<file path="src/include/boot_ctrl_defines.svh">
//==========================================================================
// boot controller definitions
// register port widths, the fuse store size, the register map and the
// reset value of the firmware-update wait field
//==========================================================================

`ifndef BOOT_CTRL_DEFINES_SVH
`define BOOT_CTRL_DEFINES_SVH

// register port widths
`define BOOT_DATA_W 32
`define BOOT_ADDR_W 8

// number of 32-bit fuse words held by the register block
`define BOOT_FUSE_WORDS 4

// reset value of the firmware-update wait cycles field
`define BOOT_FW_WAIT_DEFAULT 8'd20

// register map, the fuse words start at the base and are word aligned
`define ADDR_FUSE_BASE 8'h00
`define ADDR_FUSE_DONE 8'h10
`define ADDR_FW_UPDATE 8'h14
`define ADDR_BOOT_CTRL 8'h18
`define ADDR_STATUS    8'h1C

`endif
</file>
<file path="src/hdl/boot_reg_pkg.sv">
//==========================================================================
// boot register port types
// request opcode, request bundle and the layout of the status word
//==========================================================================

`default_nettype none

`include "boot_ctrl_defines.svh"

package boot_reg_pkg;

    typedef enum logic {
        REG_READ  = 1'b0,
        REG_WRITE = 1'b1
    } reg_op_e;

    // one register access, sampled on a clock edge with req_valid high
    typedef struct packed {
        reg_op_e                 op;
        logic [`BOOT_ADDR_W-1:0] addr;
        logic [`BOOT_DATA_W-1:0] wdata;
    } reg_req_t;

    // read value of the status register
    typedef struct packed {
        logic [24:0] pad;
        logic        fw_upd_rst_executed;
        logic        ready_for_fuses;
        logic        fuse_done;
        logic [2:0]  boot_state;
        logic        uc_rst_b;
    } boot_status_t;

endpackage

`default_nettype wire

</file>
<file path="src/hdl/boot_ctrl_pkg.sv">
//==========================================================================
// boot control types
// boot state machine encoding and the bundle of generated resets
//==========================================================================

`default_nettype none

package boot_ctrl_pkg;

    // states of the boot sequencer, BOOT_IDLE is the power-on state
    typedef enum logic [2:0] {
        BOOT_IDLE   = 3'd0,
        BOOT_FUSE   = 3'd1,
        BOOT_FW_RST = 3'd2,
        BOOT_WAIT   = 3'd3,
        BOOT_DONE   = 3'd4
    } boot_fsm_state_e;

    // resets and reset-domain-crossing controls leaving the sequencer
    typedef struct packed {
        logic noncore_rst_b;
        logic uc_rst_b;
        logic rdc_clk_dis;
        logic fw_update_rst_window;
    } rst_out_t;

endpackage

`default_nettype wire

</file>
<file path="src/hdl/boot_ctrl_top.sv">
//==========================================================================
// boot controller top level
// register block plus the boot and reset sequencer
//==========================================================================

`timescale 1ns/1ns
`default_nettype none

`include "boot_ctrl_defines.svh"

module boot_ctrl_top (
    input  logic                    clk,
    input  logic                    cptra_pwrgood,
    input  logic                    cptra_rst_b,
    input  logic                    scan_mode,
    input  logic                    brkpoint,
    input  logic                    req_valid,
    input  boot_reg_pkg::reg_req_t  req,
    output logic                    rd_valid,
    output logic [`BOOT_DATA_W-1:0] rdata,
    output boot_ctrl_pkg::rst_out_t rst_out,
    output logic                    iccm_unlock
);

    // register block to sequencer
    logic       fw_update_rst;
    logic [7:0] fw_update_rst_wait_cycles;
    logic       boot_continue;
    logic       fuse_done;
    logic       fuse_wr_done_observed;

    // sequencer back to register block
    logic                           ready_for_fuses;
    logic                           fw_upd_rst_executed;
    boot_ctrl_pkg::boot_fsm_state_e boot_fsm_ps;

    boot_ctrl_regs i_boot_ctrl_regs (
        .clk                       (clk),
        .cptra_pwrgood             (cptra_pwrgood),
        .cptra_rst_b               (cptra_rst_b),
        .req_valid                 (req_valid),
        .req                       (req),
        .rd_valid                  (rd_valid),
        .rdata                     (rdata),
        .fw_update_rst             (fw_update_rst),
        .fw_update_rst_wait_cycles (fw_update_rst_wait_cycles),
        .boot_continue             (boot_continue),
        .fuse_done                 (fuse_done),
        .fuse_wr_done_observed     (fuse_wr_done_observed),
        .ready_for_fuses           (ready_for_fuses),
        .boot_fsm_ps               (boot_fsm_ps),
        .fw_upd_rst_executed       (fw_upd_rst_executed),
        .uc_rst_b                  (rst_out.uc_rst_b)
    );

    boot_sequencer i_boot_sequencer (
        .clk                       (clk),
        .cptra_pwrgood             (cptra_pwrgood),
        .cptra_rst_b               (cptra_rst_b),
        .scan_mode                 (scan_mode),
        .fw_update_rst             (fw_update_rst),
        .fw_update_rst_wait_cycles (fw_update_rst_wait_cycles),
        .brkpoint                  (brkpoint),
        .boot_continue             (boot_continue),
        .fuse_done                 (fuse_done),
        .fuse_wr_done_observed     (fuse_wr_done_observed),
        .ready_for_fuses           (ready_for_fuses),
        .fw_upd_rst_executed       (fw_upd_rst_executed),
        .iccm_unlock               (iccm_unlock),
        .boot_fsm_ps               (boot_fsm_ps),
        .rst_out                   (rst_out)
    );

endmodule

`default_nettype wire

</file>
<file path="src/hdl/boot_ctrl_regs.sv">
//==========================================================================
// boot control register block
// holds the fuse words and their lock, the firmware-update controls and
// the continue bit, and returns a status word built from sequencer state
//==========================================================================

`timescale 1ns/1ns
`default_nettype none

`include "boot_ctrl_defines.svh"

module boot_ctrl_regs (
    input  logic                           clk,
    input  logic                           cptra_pwrgood,
    input  logic                           cptra_rst_b,
    input  logic                           req_valid,
    input  boot_reg_pkg::reg_req_t         req,
    output logic                           rd_valid,
    output logic [`BOOT_DATA_W-1:0]        rdata,
    output logic                           fw_update_rst,
    output logic [7:0]                     fw_update_rst_wait_cycles,
    output logic                           boot_continue,
    output logic                           fuse_done,
    output logic                           fuse_wr_done_observed,
    input  logic                           ready_for_fuses,
    input  boot_ctrl_pkg::boot_fsm_state_e boot_fsm_ps,
    input  logic                           fw_upd_rst_executed,
    input  logic                           uc_rst_b
);

    localparam int FUSE_IDX_W = $clog2(`BOOT_FUSE_WORDS);
    localparam logic [`BOOT_ADDR_W-1:0] FUSE_SPAN = `BOOT_ADDR_W'(4 * `BOOT_FUSE_WORDS);

    logic [`BOOT_DATA_W-1:0] fuse_q [`BOOT_FUSE_WORDS];

    logic                    wr_req;
    logic                    rd_req;
    logic [`BOOT_ADDR_W-1:0] fuse_offset;
    logic                    fuse_hit;
    logic [FUSE_IDX_W-1:0]   fuse_idx;
    logic                    fuse_wr;
    logic                    fw_upd_rst_exec_q;
    logic [`BOOT_DATA_W-1:0] rdata_nxt;

    boot_reg_pkg::boot_status_t status;

    assign wr_req = req_valid & (req.op == boot_reg_pkg::REG_WRITE);
    assign rd_req = req_valid & (req.op == boot_reg_pkg::REG_READ);

    // word-aligned hit inside the fuse range
    assign fuse_offset = req.addr - `ADDR_FUSE_BASE;
    assign fuse_hit    = (fuse_offset < FUSE_SPAN) & (fuse_offset[1:0] == 2'b00);
    assign fuse_idx    = fuse_offset[FUSE_IDX_W+1:2];

    // fuses are writable only in the fuse window and until fuse_done locks them
    assign fuse_wr = wr_req & fuse_hit & ready_for_fuses & ~fuse_done;

    // fuse contents and the lock survive warm reset
    always_ff @(posedge clk or negedge cptra_pwrgood) begin
        if (!cptra_pwrgood) begin
            for (int i = 0; i < `BOOT_FUSE_WORDS; i++) begin
                fuse_q[i] <= '0;
            end
            fuse_done <= 1'b0;
            rd_valid  <= 1'b0;
        end else begin
            if (fuse_wr) begin
                fuse_q[fuse_idx] <= req.wdata;
            end
            if (wr_req && (req.addr == `ADDR_FUSE_DONE)) begin
                fuse_done <= 1'b1;
            end
            rd_valid <= rd_req;
        end
    end

    // controls that a warm reset returns to their defaults
    always_ff @(posedge clk or negedge cptra_rst_b) begin
        if (!cptra_rst_b) begin
            fuse_wr_done_observed     <= 1'b0;
            fw_update_rst             <= 1'b0;
            fw_update_rst_wait_cycles <= `BOOT_FW_WAIT_DEFAULT;
            boot_continue             <= 1'b0;
            fw_upd_rst_exec_q         <= 1'b0;
        end else begin
            // request is a single-cycle pulse, so it reads back as zero
            fw_update_rst <= wr_req & (req.addr == `ADDR_FW_UPDATE) & req.wdata[0];
            if (wr_req && (req.addr == `ADDR_FUSE_DONE)) begin
                fuse_wr_done_observed <= 1'b1;
            end
            if (wr_req && (req.addr == `ADDR_FW_UPDATE)) begin
                fw_update_rst_wait_cycles <= req.wdata[15:8];
            end
            if (wr_req && (req.addr == `ADDR_BOOT_CTRL)) begin
                boot_continue <= req.wdata[0];
            end
            // sticky until the next warm reset
            if (fw_upd_rst_executed) begin
                fw_upd_rst_exec_q <= 1'b1;
            end
        end
    end

    always_comb begin
        status                     = '0;
        status.fw_upd_rst_executed = fw_upd_rst_exec_q;
        status.ready_for_fuses     = ready_for_fuses;
        status.fuse_done           = fuse_done;
        status.boot_state          = boot_fsm_ps;
        status.uc_rst_b            = uc_rst_b;
    end

    // read mux, unmapped addresses return zero
    always_comb begin
        rdata_nxt = '0;
        if (fuse_hit) begin
            rdata_nxt = fuse_q[fuse_idx];
        end else begin
            case (req.addr)
                `ADDR_FUSE_DONE: rdata_nxt[0] = fuse_done;
                `ADDR_FW_UPDATE: rdata_nxt[15:8] = fw_update_rst_wait_cycles;
                `ADDR_BOOT_CTRL: rdata_nxt[0] = boot_continue;
                `ADDR_STATUS:    rdata_nxt = status;
                default:         rdata_nxt = '0;
            endcase
        end
    end

    // read data is only meaningful while rd_valid is high
    always_ff @(posedge clk) begin
        if (rd_req) begin
            rdata <= rdata_nxt;
        end
    end

endmodule

`default_nettype wire

</file>
<file path="src/hdl/boot_sequencer.sv">
//==========================================================================
// boot and reset sequencer
// brings the non-core logic out of reset, opens the fuse window and then
// releases the microcontroller once the SoC reports the fuses written.
// also runs the firmware-update reset of the microcontroller alone and
// raises a clock-disable window around warm reset
//==========================================================================

`timescale 1ns/1ns
`default_nettype none

module boot_sequencer (
    input  logic                           clk,
    input  logic                           cptra_pwrgood,
    input  logic                           cptra_rst_b,
    input  logic                           scan_mode,
    input  logic                           fw_update_rst,
    input  logic [7:0]                     fw_update_rst_wait_cycles,
    input  logic                           brkpoint,
    input  logic                           boot_continue,
    input  logic                           fuse_done,
    input  logic                           fuse_wr_done_observed,
    output logic                           ready_for_fuses,
    output logic                           fw_upd_rst_executed,
    output logic                           iccm_unlock,
    output boot_ctrl_pkg::boot_fsm_state_e boot_fsm_ps,
    output boot_ctrl_pkg::rst_out_t        rst_out
);

    boot_ctrl_pkg::boot_fsm_state_e boot_fsm_ns;

    // transition conditions
    logic arc_idle_fuse;
    logic arc_fuse_exit;
    logic arc_fwrst_wait;
    logic arc_wait_done;
    logic arc_done_fwrst;
    logic brk_hold;

    // reset requests from the state machine, before the two flop stages
    logic fsm_noncore_rst_b;
    logic fsm_uc_rst_b;
    logic fsm_iccm_unlock;
    logic noncore_rst_b_sync;
    logic uc_rst_b_sync;
    logic noncore_rst_b_q;
    logic uc_rst_b_q;

    // firmware-update wait counter controls
    logic       wait_count_load;
    logic       wait_count_decr;
    logic [7:0] wait_count;

    // warm reset window and its delayed copies
    logic rst_window;
    logic rst_window_f;
    logic rst_window_2f;
    logic rst_window_3f;
    logic rst_window_4f;

    // leave idle once the synchronized warm reset window has closed
    assign arc_idle_fuse = ~rst_window_f;

    // fuse_done alone is not enough after a warm reset, since it is kept
    // across it, the SoC must also be seen writing it again
    assign arc_fuse_exit = fuse_done & fuse_wr_done_observed;

    // the core reset has reached the first flop stage
    assign arc_fwrst_wait = ~uc_rst_b_sync;

    // the breakpoint strap parks the sequencer until continue is written
    assign brk_hold      = brkpoint & ~boot_continue;
    assign arc_wait_done = (wait_count == 8'd0) & ~brk_hold;

    assign arc_done_fwrst = fw_update_rst;

    always_comb begin
        boot_fsm_ns         = boot_fsm_ps;
        ready_for_fuses     = 1'b0;
        fw_upd_rst_executed = 1'b0;
        fsm_noncore_rst_b   = 1'b0;
        fsm_uc_rst_b        = 1'b0;
        fsm_iccm_unlock     = 1'b0;
        wait_count_load     = 1'b0;
        wait_count_decr     = 1'b0;

        unique case (boot_fsm_ps)
            // both resets held while the warm reset window is open
            boot_ctrl_pkg::BOOT_IDLE: begin
                if (arc_idle_fuse) begin
                    boot_fsm_ns = boot_ctrl_pkg::BOOT_FUSE;
                end
            end
            // non-core logic runs so the SoC can program the fuses
            boot_ctrl_pkg::BOOT_FUSE: begin
                ready_for_fuses   = 1'b1;
                fsm_noncore_rst_b = 1'b1;
                if (arc_fuse_exit) begin
                    if (brkpoint) begin
                        boot_fsm_ns = boot_ctrl_pkg::BOOT_WAIT;
                    end else begin
                        boot_fsm_ns = boot_ctrl_pkg::BOOT_DONE;
                    end
                end
            end
            // core reset asserted, the wait counter is loaded here
            boot_ctrl_pkg::BOOT_FW_RST: begin
                fsm_noncore_rst_b = 1'b1;
                wait_count_load   = 1'b1;
                if (arc_fwrst_wait) begin
                    boot_fsm_ns = boot_ctrl_pkg::BOOT_WAIT;
                end
            end
            // core still in reset while the counter runs down
            boot_ctrl_pkg::BOOT_WAIT: begin
                fsm_noncore_rst_b = 1'b1;
                wait_count_decr   = 1'b1;
                if (arc_wait_done) begin
                    boot_fsm_ns = boot_ctrl_pkg::BOOT_DONE;
                    // ICCM opens only at the very end of the reset flow
                    fsm_iccm_unlock = 1'b1;
                end
            end
            boot_ctrl_pkg::BOOT_DONE: begin
                fsm_noncore_rst_b = 1'b1;
                fsm_uc_rst_b      = 1'b1;
                if (arc_done_fwrst) begin
                    boot_fsm_ns         = boot_ctrl_pkg::BOOT_FW_RST;
                    fw_upd_rst_executed = 1'b1;
                end
            end
            default: begin
                boot_fsm_ns = boot_ctrl_pkg::BOOT_IDLE;
            end
        endcase
    end

    // state, reset stages and window delay line live on power-good
    always_ff @(posedge clk or negedge cptra_pwrgood) begin
        if (!cptra_pwrgood) begin
            boot_fsm_ps        <= boot_ctrl_pkg::BOOT_IDLE;
            noncore_rst_b_sync <= 1'b0;
            uc_rst_b_sync      <= 1'b0;
            noncore_rst_b_q    <= 1'b0;
            uc_rst_b_q         <= 1'b0;
            rst_window_f       <= 1'b1;
            rst_window_2f      <= 1'b1;
            rst_window_3f      <= 1'b1;
            rst_window_4f      <= 1'b1;
        end else begin
            // a warm reset forces the state back to idle from anywhere
            boot_fsm_ps        <= rst_window_2f ? boot_ctrl_pkg::BOOT_IDLE : boot_fsm_ns;
            noncore_rst_b_sync <= fsm_noncore_rst_b;
            uc_rst_b_sync      <= fsm_uc_rst_b;
            noncore_rst_b_q    <= noncore_rst_b_sync;
            // the core leaves reset only when the non-core side is out too
            uc_rst_b_q         <= noncore_rst_b_sync & uc_rst_b_sync;
            rst_window_f       <= rst_window;
            rst_window_2f      <= rst_window_f;
            rst_window_3f      <= rst_window_2f;
            rst_window_4f      <= rst_window_3f;
        end
    end

    // warm reset domain, the window opens asynchronously on cptra_rst_b
    always_ff @(posedge clk or negedge cptra_rst_b) begin
        if (!cptra_rst_b) begin
            rst_window  <= 1'b1;
            wait_count  <= 8'd0;
            iccm_unlock <= 1'b0;
        end else begin
            rst_window  <= 1'b0;
            iccm_unlock <= fsm_iccm_unlock;
            if (wait_count_decr && (wait_count != 8'd0)) begin
                wait_count <= wait_count - 8'd1;
            end else if (wait_count_load) begin
                wait_count <= fw_update_rst_wait_cycles;
            end
        end
    end

    // scan mode keeps every generated reset released
    always_comb begin
        rst_out.noncore_rst_b = noncore_rst_b_q | scan_mode;
        rst_out.uc_rst_b      = uc_rst_b_q | scan_mode;
        // clocks stay off for three cycles once the warm reset has been synchronized
        rst_out.rdc_clk_dis   = rst_window_2f | rst_window_3f | rst_window_4f;
        // marks where the core reset moves on its own, apart from warm reset
        rst_out.fw_update_rst_window = (boot_fsm_ps == boot_ctrl_pkg::BOOT_FW_RST) |
                                       (boot_fsm_ps == boot_ctrl_pkg::BOOT_WAIT);
    end

endmodule

`default_nettype wire

</file>
<file path="config.mk">
export PLATFORM = sky130hd
export DESIGN_NAME = boot_ctrl_top
export DESIGN_NICKNAME = d
export VERILOG_FILES = /design/src/hdl/boot_reg_pkg.sv /design/src/hdl/boot_ctrl_pkg.sv /design/src/hdl/boot_ctrl_top.sv /design/src/hdl/boot_ctrl_regs.sv /design/src/hdl/boot_sequencer.sv
export VERILOG_INCLUDE_DIRS = /design/src /design/src/include
export SDC_FILE = /design/constraint.sdc
export NUM_CORES = 1
export LEC_CHECK = 0
export ABC_AREA = 1
export BUFFER_PORTS_ARGS = -buffer_cell sky130_fd_sc_hd__buf_2
export CAP_MARGIN = 20
export CORE_ASPECT_RATIO = 0.7
export CORE_MARGIN = 2
export CORE_UTILIZATION = 63
export CTS_BUF_LIST = sky130_fd_sc_hd__clkbuf_16
export CTS_CLUSTER_DIAMETER = 60
export DETAILED_ROUTE_END_ITERATION = 6
export GPL_TIMING_DRIVEN = 1
export PLACE_DENSITY = 0.82
export SLEW_MARGIN = 25
export SYNTH_ARGS = -nofsm -noshare
export SYNTH_HDL_FRONTEND = slang
export SYNTH_SLANG_ARGS = --single-unit
</file>
<file path="constraint.sdc">
create_clock -name clk -period 2.7 [get_ports clk]
set_input_delay 0.27 -clock clk [delete_from_list [all_inputs] [get_ports clk]]
set_output_delay 0.27 -clock clk [all_outputs]
set_load 0.01 [all_outputs]
</file>
---- Word-level counts from Yosys, hierarchy flattened ----
Cells that the tools add are included.
storage, ports and cells
  output and inout port bits .............. 38
  flip-flop bits (word level) ............. 195
  latch bits .............................. 0
  bits in read-only memories .............. 0
  input bits .............................. 47
  memories kept ........................... 0
  memory bits (writable) .................. 0
operators by class
  divide/modulo/power cells ............... 0
  magnitude comparators ................... 3
  muxes and demuxes ....................... 29
  equal/unequal tests ..................... 13
  multipliers ............................. 0
  shift-type cells ........................ 0
  $add $sub $neg .......................... 1
  bitwise operators ....................... 22
  reduce and logical (&&, ||, !) cells .... 12
operators with widths
  operator             number
  $bwmux 128           1
  $mux 32              3
  $bmux 32 s2          1
  $demux 32 s2         1
  $eq 8x5->1 const B   4
  $mux 8               3
  $mux 3               7
  $mux 16              1
  $pmux 3 s5           1
  $and 1x1->1          12
  $mux 1               9
  $logic_not 8->1      1
  $lt 8x5->1 const B   1
  $reduce_bool 8->1    1
  $sub 8x1->8 const B  1
  $eq 3x2->1 const B   2
  $mux 6               1
  $ne 3x1->1 const B   2
  $ne 3x3->1 const B   2
  $logic_and 1x1->1    5
  $or 1x1->1           5
  $reduce_and 5->1     1
  $not 1->1            4
  $reduce_or 4->1      1
  other kinds (10)     10

---- Logic depth before layout (Yosys ltp) ----
  depth after elaboration ................. 7
  depth in mapped cells ................... 9
  mapped depth without buffers ............ 9

---- Cells and area by module ----
A second synthesis with hierarchy kept.
unflattened totals
  cells, all modules ...................... 957
  area total of the unflattened synthesis .. 8792.2 µm²
modules (own cells, without submodules)
  module          area each (µm²)  instances  seq. area each (µm²)  cells each
  boot_ctrl_regs  7608.5           1          4516.8                807
  boot_sequencer  1183.6           1          531.8                 150

---- Worst setup path after synthesis ----
No wires, ideal clock.
  kind .................................... input port to flip-flop
  start point ............................. input req_valid
  end point ............................... register i_boot_ctrl_regs.rdata[0], enable pin
  data required time ...................... 2.277 ns
  slack ................................... 0.593 ns
  arrival ................................. 1.684 ns
  path buffers ............................ 0
  stages on the path ...................... 2
  path through ............................ inv_1 > nor2_1
on the way
  cells in the longest elaborated chain, start to end .. 1
ends and longest elaborated chain
  item                               RTL line               source
  start, declared                    boot_ctrl_top.sv:17    input logic req_valid,
  $and 1x1->1                        boot_ctrl_regs.sv:48   assign rd_req = req_valid & (req.op == boot_reg_pkg::REG_READ);
  named net i_boot_ctrl_regs.rd_req  boot_ctrl_regs.sv:37   logic rd_req;
  end signal, assigned               boot_ctrl_regs.sv:132  rdata <= rdata_nxt;
  end, declared                      boot_ctrl_regs.sv:19   output logic [`BOOT_DATA_W-1:0] rdata,
The timed path passes the listed nets, and every way through them passes these cells.
A chain may end at the register's enable or synchronous reset.

---- Worst setup path after layout ----
  start point ............................. register i_boot_sequencer.boot_fsm_ps[2]
  end point ............................... register i_boot_ctrl_regs.fuse_q[54] (netlist name)
on the way
  cells in the longest elaborated chain, start to end .. 4
ends and longest elaborated chain
  item                           RTL line               source
  start, declared                boot_sequencer.sv:26   output boot_ctrl_pkg::boot_fsm_state_e boot_fsm_ps,
  start signal, assigned         boot_sequencer.sv:141  boot_fsm_ps <= boot_ctrl_pkg::BOOT_IDLE;
  start signal, assigned         boot_sequencer.sv:152  boot_fsm_ps <= rst_window_2f ? boot_ctrl_pkg::BOOT_IDLE : boot_fsm_ns;
  $eq 3x1->1                     boot_sequencer.sv:87   unique case (boot_fsm_ps)
  $mux 1                         boot_sequencer.sv:87
  $and 1x1->1 (2 in series)      boot_ctrl_regs.sv:56   assign fuse_wr = wr_req & fuse_hit & ready_for_fuses & ~fuse_done;
  end signal, assigned by index  boot_ctrl_regs.sv:68   fuse_q[fuse_idx] <= req.wdata;
  end, declared                  boot_ctrl_regs.sv:34   logic [`BOOT_DATA_W-1:0] fuse_q [`BOOT_FUSE_WORDS];
No other way between the ends.

==> run_results.csv <==
group,metric,value,unit
outcome,run_status,"finished clean",
logic_synthesis,syn-instance-count,873,
sta,setup_viol,0,
final_layout,nets_final,998,
clock_tree,ctsResizeCount,0,
floorplan,floorplan.die.height,99.9,µm
clock_tree,tritoncts,"done",
sta,unrepaired_setup_endpoints_after_global_routing,"no",
global_route,gr-usage-all-layers,28.9,%
route,postRouteAntennaNets,0,
worst_hold_path,min-delay-path-class,"in -> reg",
pwr,leakage,4.37,nW
final_layout,layout.cells.most_common_list,"263 x sky130_fd_sc_hd__nand2_1, 156 x sky130_fd_sc_hd__dfrtp_1, 128 x sky130_fd_sc_hd__o21ai_1, 83 x sky130_fd_sc_hd__buf_2, 66 x sky130_fd_sc_hd__inv_1",
sta,period_share,77.1,%
clock_tree,clock_tree.root_cell,"sky130_fd_sc_hd__clkbuf_16",
clock_tree,clock_network_latency_to_the_later_pin_of_the_worst_skew_pair,0.43,ns
logic_synthesis,synth.yosys.warnings,0,
critical_path,cp_data_required_time,3.01,ns
placement,place.gp.congestion,0.948,
critical_path,worst-endpoint-arrival,2.40,ns
placement,place_hpwl,11300,µm
pwr,design_power_total,6.47,mW
placement,placed_cells_incl_taps,1090,
route,drt_drc_violations_left,0,
critical_path,cpLargestDelayFamily,"simple AND/OR/NAND/NOR gates",
clock_tree,cts_max_path_buffers,2,
final_layout,final_common_cell,"sky130_fd_sc_hd__nand2_1",
final_layout,area_growth,14.0,%
final_layout,fin_cells,1124,
logic_synthesis,post_synth_instance_area,0.00828,mm²
floorplan,die-width,141,µm
sta,relSlewSlack,52.4,%
logic_synthesis,synth_largest_area_cell,"sky130_fd_sc_hd__dfrtp_1",
floorplan,initial_cell_density_of_the_core,65.5,%
sta,timing_hold_violations_final,0,
critical_path,crit_fanout,44,
logic_synthesis,synth_top_area_share,47.2,%
placement,buffers_added_on_ports,84,
logic_synthesis,avgSynthCellArea,9.48,µm²
route,routed_wirelength,18900,µm
critical_path,critical-path-max-stage-delay,0.43,ns
route,average_wire_per_cell_in_the_routed_design,16.8,µm
global_route,grt_start_max_net_pins,65,
critical_path,critPathMostFrequentCell,"sky130_fd_sc_hd__nand2_1",
clock_tree,worst_setup_hold_path_clk_slew,0.07,ns
floorplan,number_of_standard_cell_rows_in_the_floorplan,34,
logic_synthesis,yosys_register_bits,195,
logic_synthesis,synth_top_cells_by_area,"sky130_fd_sc_hd__dfrtp_1 47%, sky130_fd_sc_hd__nand2_1 12%, sky130_fd_sc_hd__edfxtp_1 12%, sky130_fd_sc_hd__o21ai_1 7.7%, sky130_fd_sc_hd__a22oi_1 3.2%",
clock_tree,tritoncts.num_buffers,17,
critical_path,start_kind,"flip-flop",
route,via_total_after_detailed_routing,6574,
floorplan,total_die_area,0.0141,mm²
sta,post_layout_min_period,2.08,ns
logic_synthesis,mappedNetlistNets,922,
pwr,irDropWorstVdd,0.416,mV
pwr,power_density,686,mW/mm²
global_route,grt_pass1_vias,6469,
route,drt_iter0_drc,555,
route,detail_route.first_pass.iterations,6,
sta,final_tns_setup,0,ns
final_layout,antenna_cells_inserted,0,
floorplan,core_area,0.0126,mm²
critical_path,crit_type,"reg -> reg",
global_route,gr-total-overflow,0,
final_layout,layout-drive-gt1-share,16.0,%
sta,clock_skew,0.00962,ns
sta,maxSlewViolCount,0,
global_route,wire_length_of_the_first_global_routing_pass,31900,µm
critical_path,critical-path-slowest-cell,"sky130_fd_sc_hd__dfrtp_1",
critical_path,crit_buf_inv,1,
route,vias_per_cell,5.85,
logic_synthesis,seq_area_frac_synth,61.0,%
sta,max_slew.worst_pin.slew,0.714,ns
sta,clock.fmax,480,MHz
global_route,grt_antenna_before_repair,0,
critical_path,path_cells,"nor2_2 -> nand2_1 -> nor3_4 -> nand3_4 -> buf_12 -> nand2_1 -> o21ai_1",
floorplan,floorplan.io_pins,85,
critical_path,worstSetupEndpointType,"flip-flop",
clock_tree,count_of_h_tree_levels_built_during_cts,4,
run,max_cap_violations,0,
logic_synthesis,synth_cell_type_count,30,
clock_tree,cts.sink_count,195,
routing by layer:
| layer | up-vias | part of all wire (%) | global-route usage, % |
|---|---|---|---|
| li1 | 3071 | - | - |
| met1 | 3179 | 45 | 43.2 |
| met2 | 285 | 46 | 44.2 |
| met3 | 39 | 7.2 | 4.77 |
| met4 | 0 | 1.7 | 10.0 |
| met5 | - | 0 | 0 |
logic make-up (layout without fill, tap and decap cells):
family	after synthesis	in the layout	synth area share [%]
AO/OA/AOI/OAI	213	213	14.5
other	1	1	0.0453
flip-flops	195	195	61.0
AND/OR/NAND/NOR	348	348	18.1
buffers and inverters	111	200	5.81
adder cells (fa/ha/maj)	2	2	0.302
XOR/XNOR	3	3	0.318
power breakdown:
group / leakage, nW / switching, mW / internal, mW / total [mW]
Clock: 0.278 / 1.16 / 1.30 / 2.46
Sequential: 2.50 / 0.109 / 3.12 / 3.23
Combinational: 1.59 / 0.527 / 0.253 / 0.780
final cells by class:
class	count	area [µm²]
Fill cell	868	3200
Timing Repair Buffer	101	597
Inverter	67	251
Clock inverter	15	151
Multi-Input combinational cell	567	2760
Tap cell	162	203
Clock buffer	17	425
Sequential cell	195	5050
worst reg2reg max path, delay by kind of cell, from the launching register on:
| kind | cells | cell delay, ns |
|---|---|---|
| simple gates | 5 | 1.18 |
| flops | 1 | 0.43 |
| compound gates | 1 | 0.07 |
| buf+inv | 1 | 0.29 |
state kept, by name, summed over array words and instances (netlist names), 3 cells and up:
| signal | flops |
|---|---|
| i_boot_ctrl_regs.fuse_q | 128 |
| i_boot_sequencer.boot_fsm_ps | 3 |
| i_boot_ctrl_regs.rdata | 32 |
| i_boot_ctrl_regs.fw_update_rst_wait_cycles | 8 |
| i_boot_sequencer.wait_count | 8 |
stage by stage:
| stage | cell area (µm²) | worst slack [ns] | hold slack [ns] | util (%) |
|---|---|---|---|---|
| 2_1_floorplan | 8280 | 0.593 | -0.0256 | - |
| 3_3_place_gp | 8840 | 0.757 | 0.243 | 70.0 |
| 3_5_place_dp | 8840 | 0.694 | 0.247 | 70.0 |
| 4_1_cts | 9440 | 0.643 | 0.0458 | 74.7 |
| 5_1_grt | 9440 | 0.437 | 0.0629 | 74.7 |
| 6_report | 9440 | 0.618 | 0.0552 | 74.7 |
what timing repair did:
action,4_1_cts,5_1_grt
endpoints found under the setup margin,0,0
hold buffers,2,0
setup buffers,0,0
hold endpoints to repair,68,0
cell usage after synthesis, drive strengths merged:
| library cell | count |
|---|---|
| clkbuf | 15 |
| nand3 | 28 |
| dfstp | 7 |
| edfxtp | 32 |
| nand3b | 2 |
| nor3 | 4 |
| or2 | 3 |
| inv | 66 |
| xor2 | 3 |
| a21boi | 17 |
| clkinv | 1 |
| nand4 | 19 |
| o22ai | 1 |
| ha | 2 |
| nor2 | 28 |
| a22oi | 35 |
| a21oi | 2 |
| o21ai | 158 |
| or3 | 1 |
| dfrtp | 156 |
| nand2 | 263 |
| buf | 29 |
| conb | 1 |
final timing paths:
check,start,to,slack [ns],depth (start not counted)
worst max-delay path,i_boot_sequencer.boot_fsm_ps[2],i_boot_ctrl_regs.fuse_q[54],0.62,7
worst min-delay path,req[40],i_boot_ctrl_regs.rd_valid,0.06,2
worst max register to register,i_boot_sequencer.boot_fsm_ps[2],i_boot_ctrl_regs.fuse_q[54],0.62,7
worst min register to register,i_boot_sequencer.rst_window,i_boot_sequencer.rst_window_f,0.36,0
max in group asynchronous,cptra_pwrgood,i_boot_ctrl_regs.fuse_q[65],1.56,3
min in group asynchronous,cptra_rst_b,i_boot_sequencer.wait_count[4],0.34,2
No activity file was read; power rests on OpenSTA's default activity.
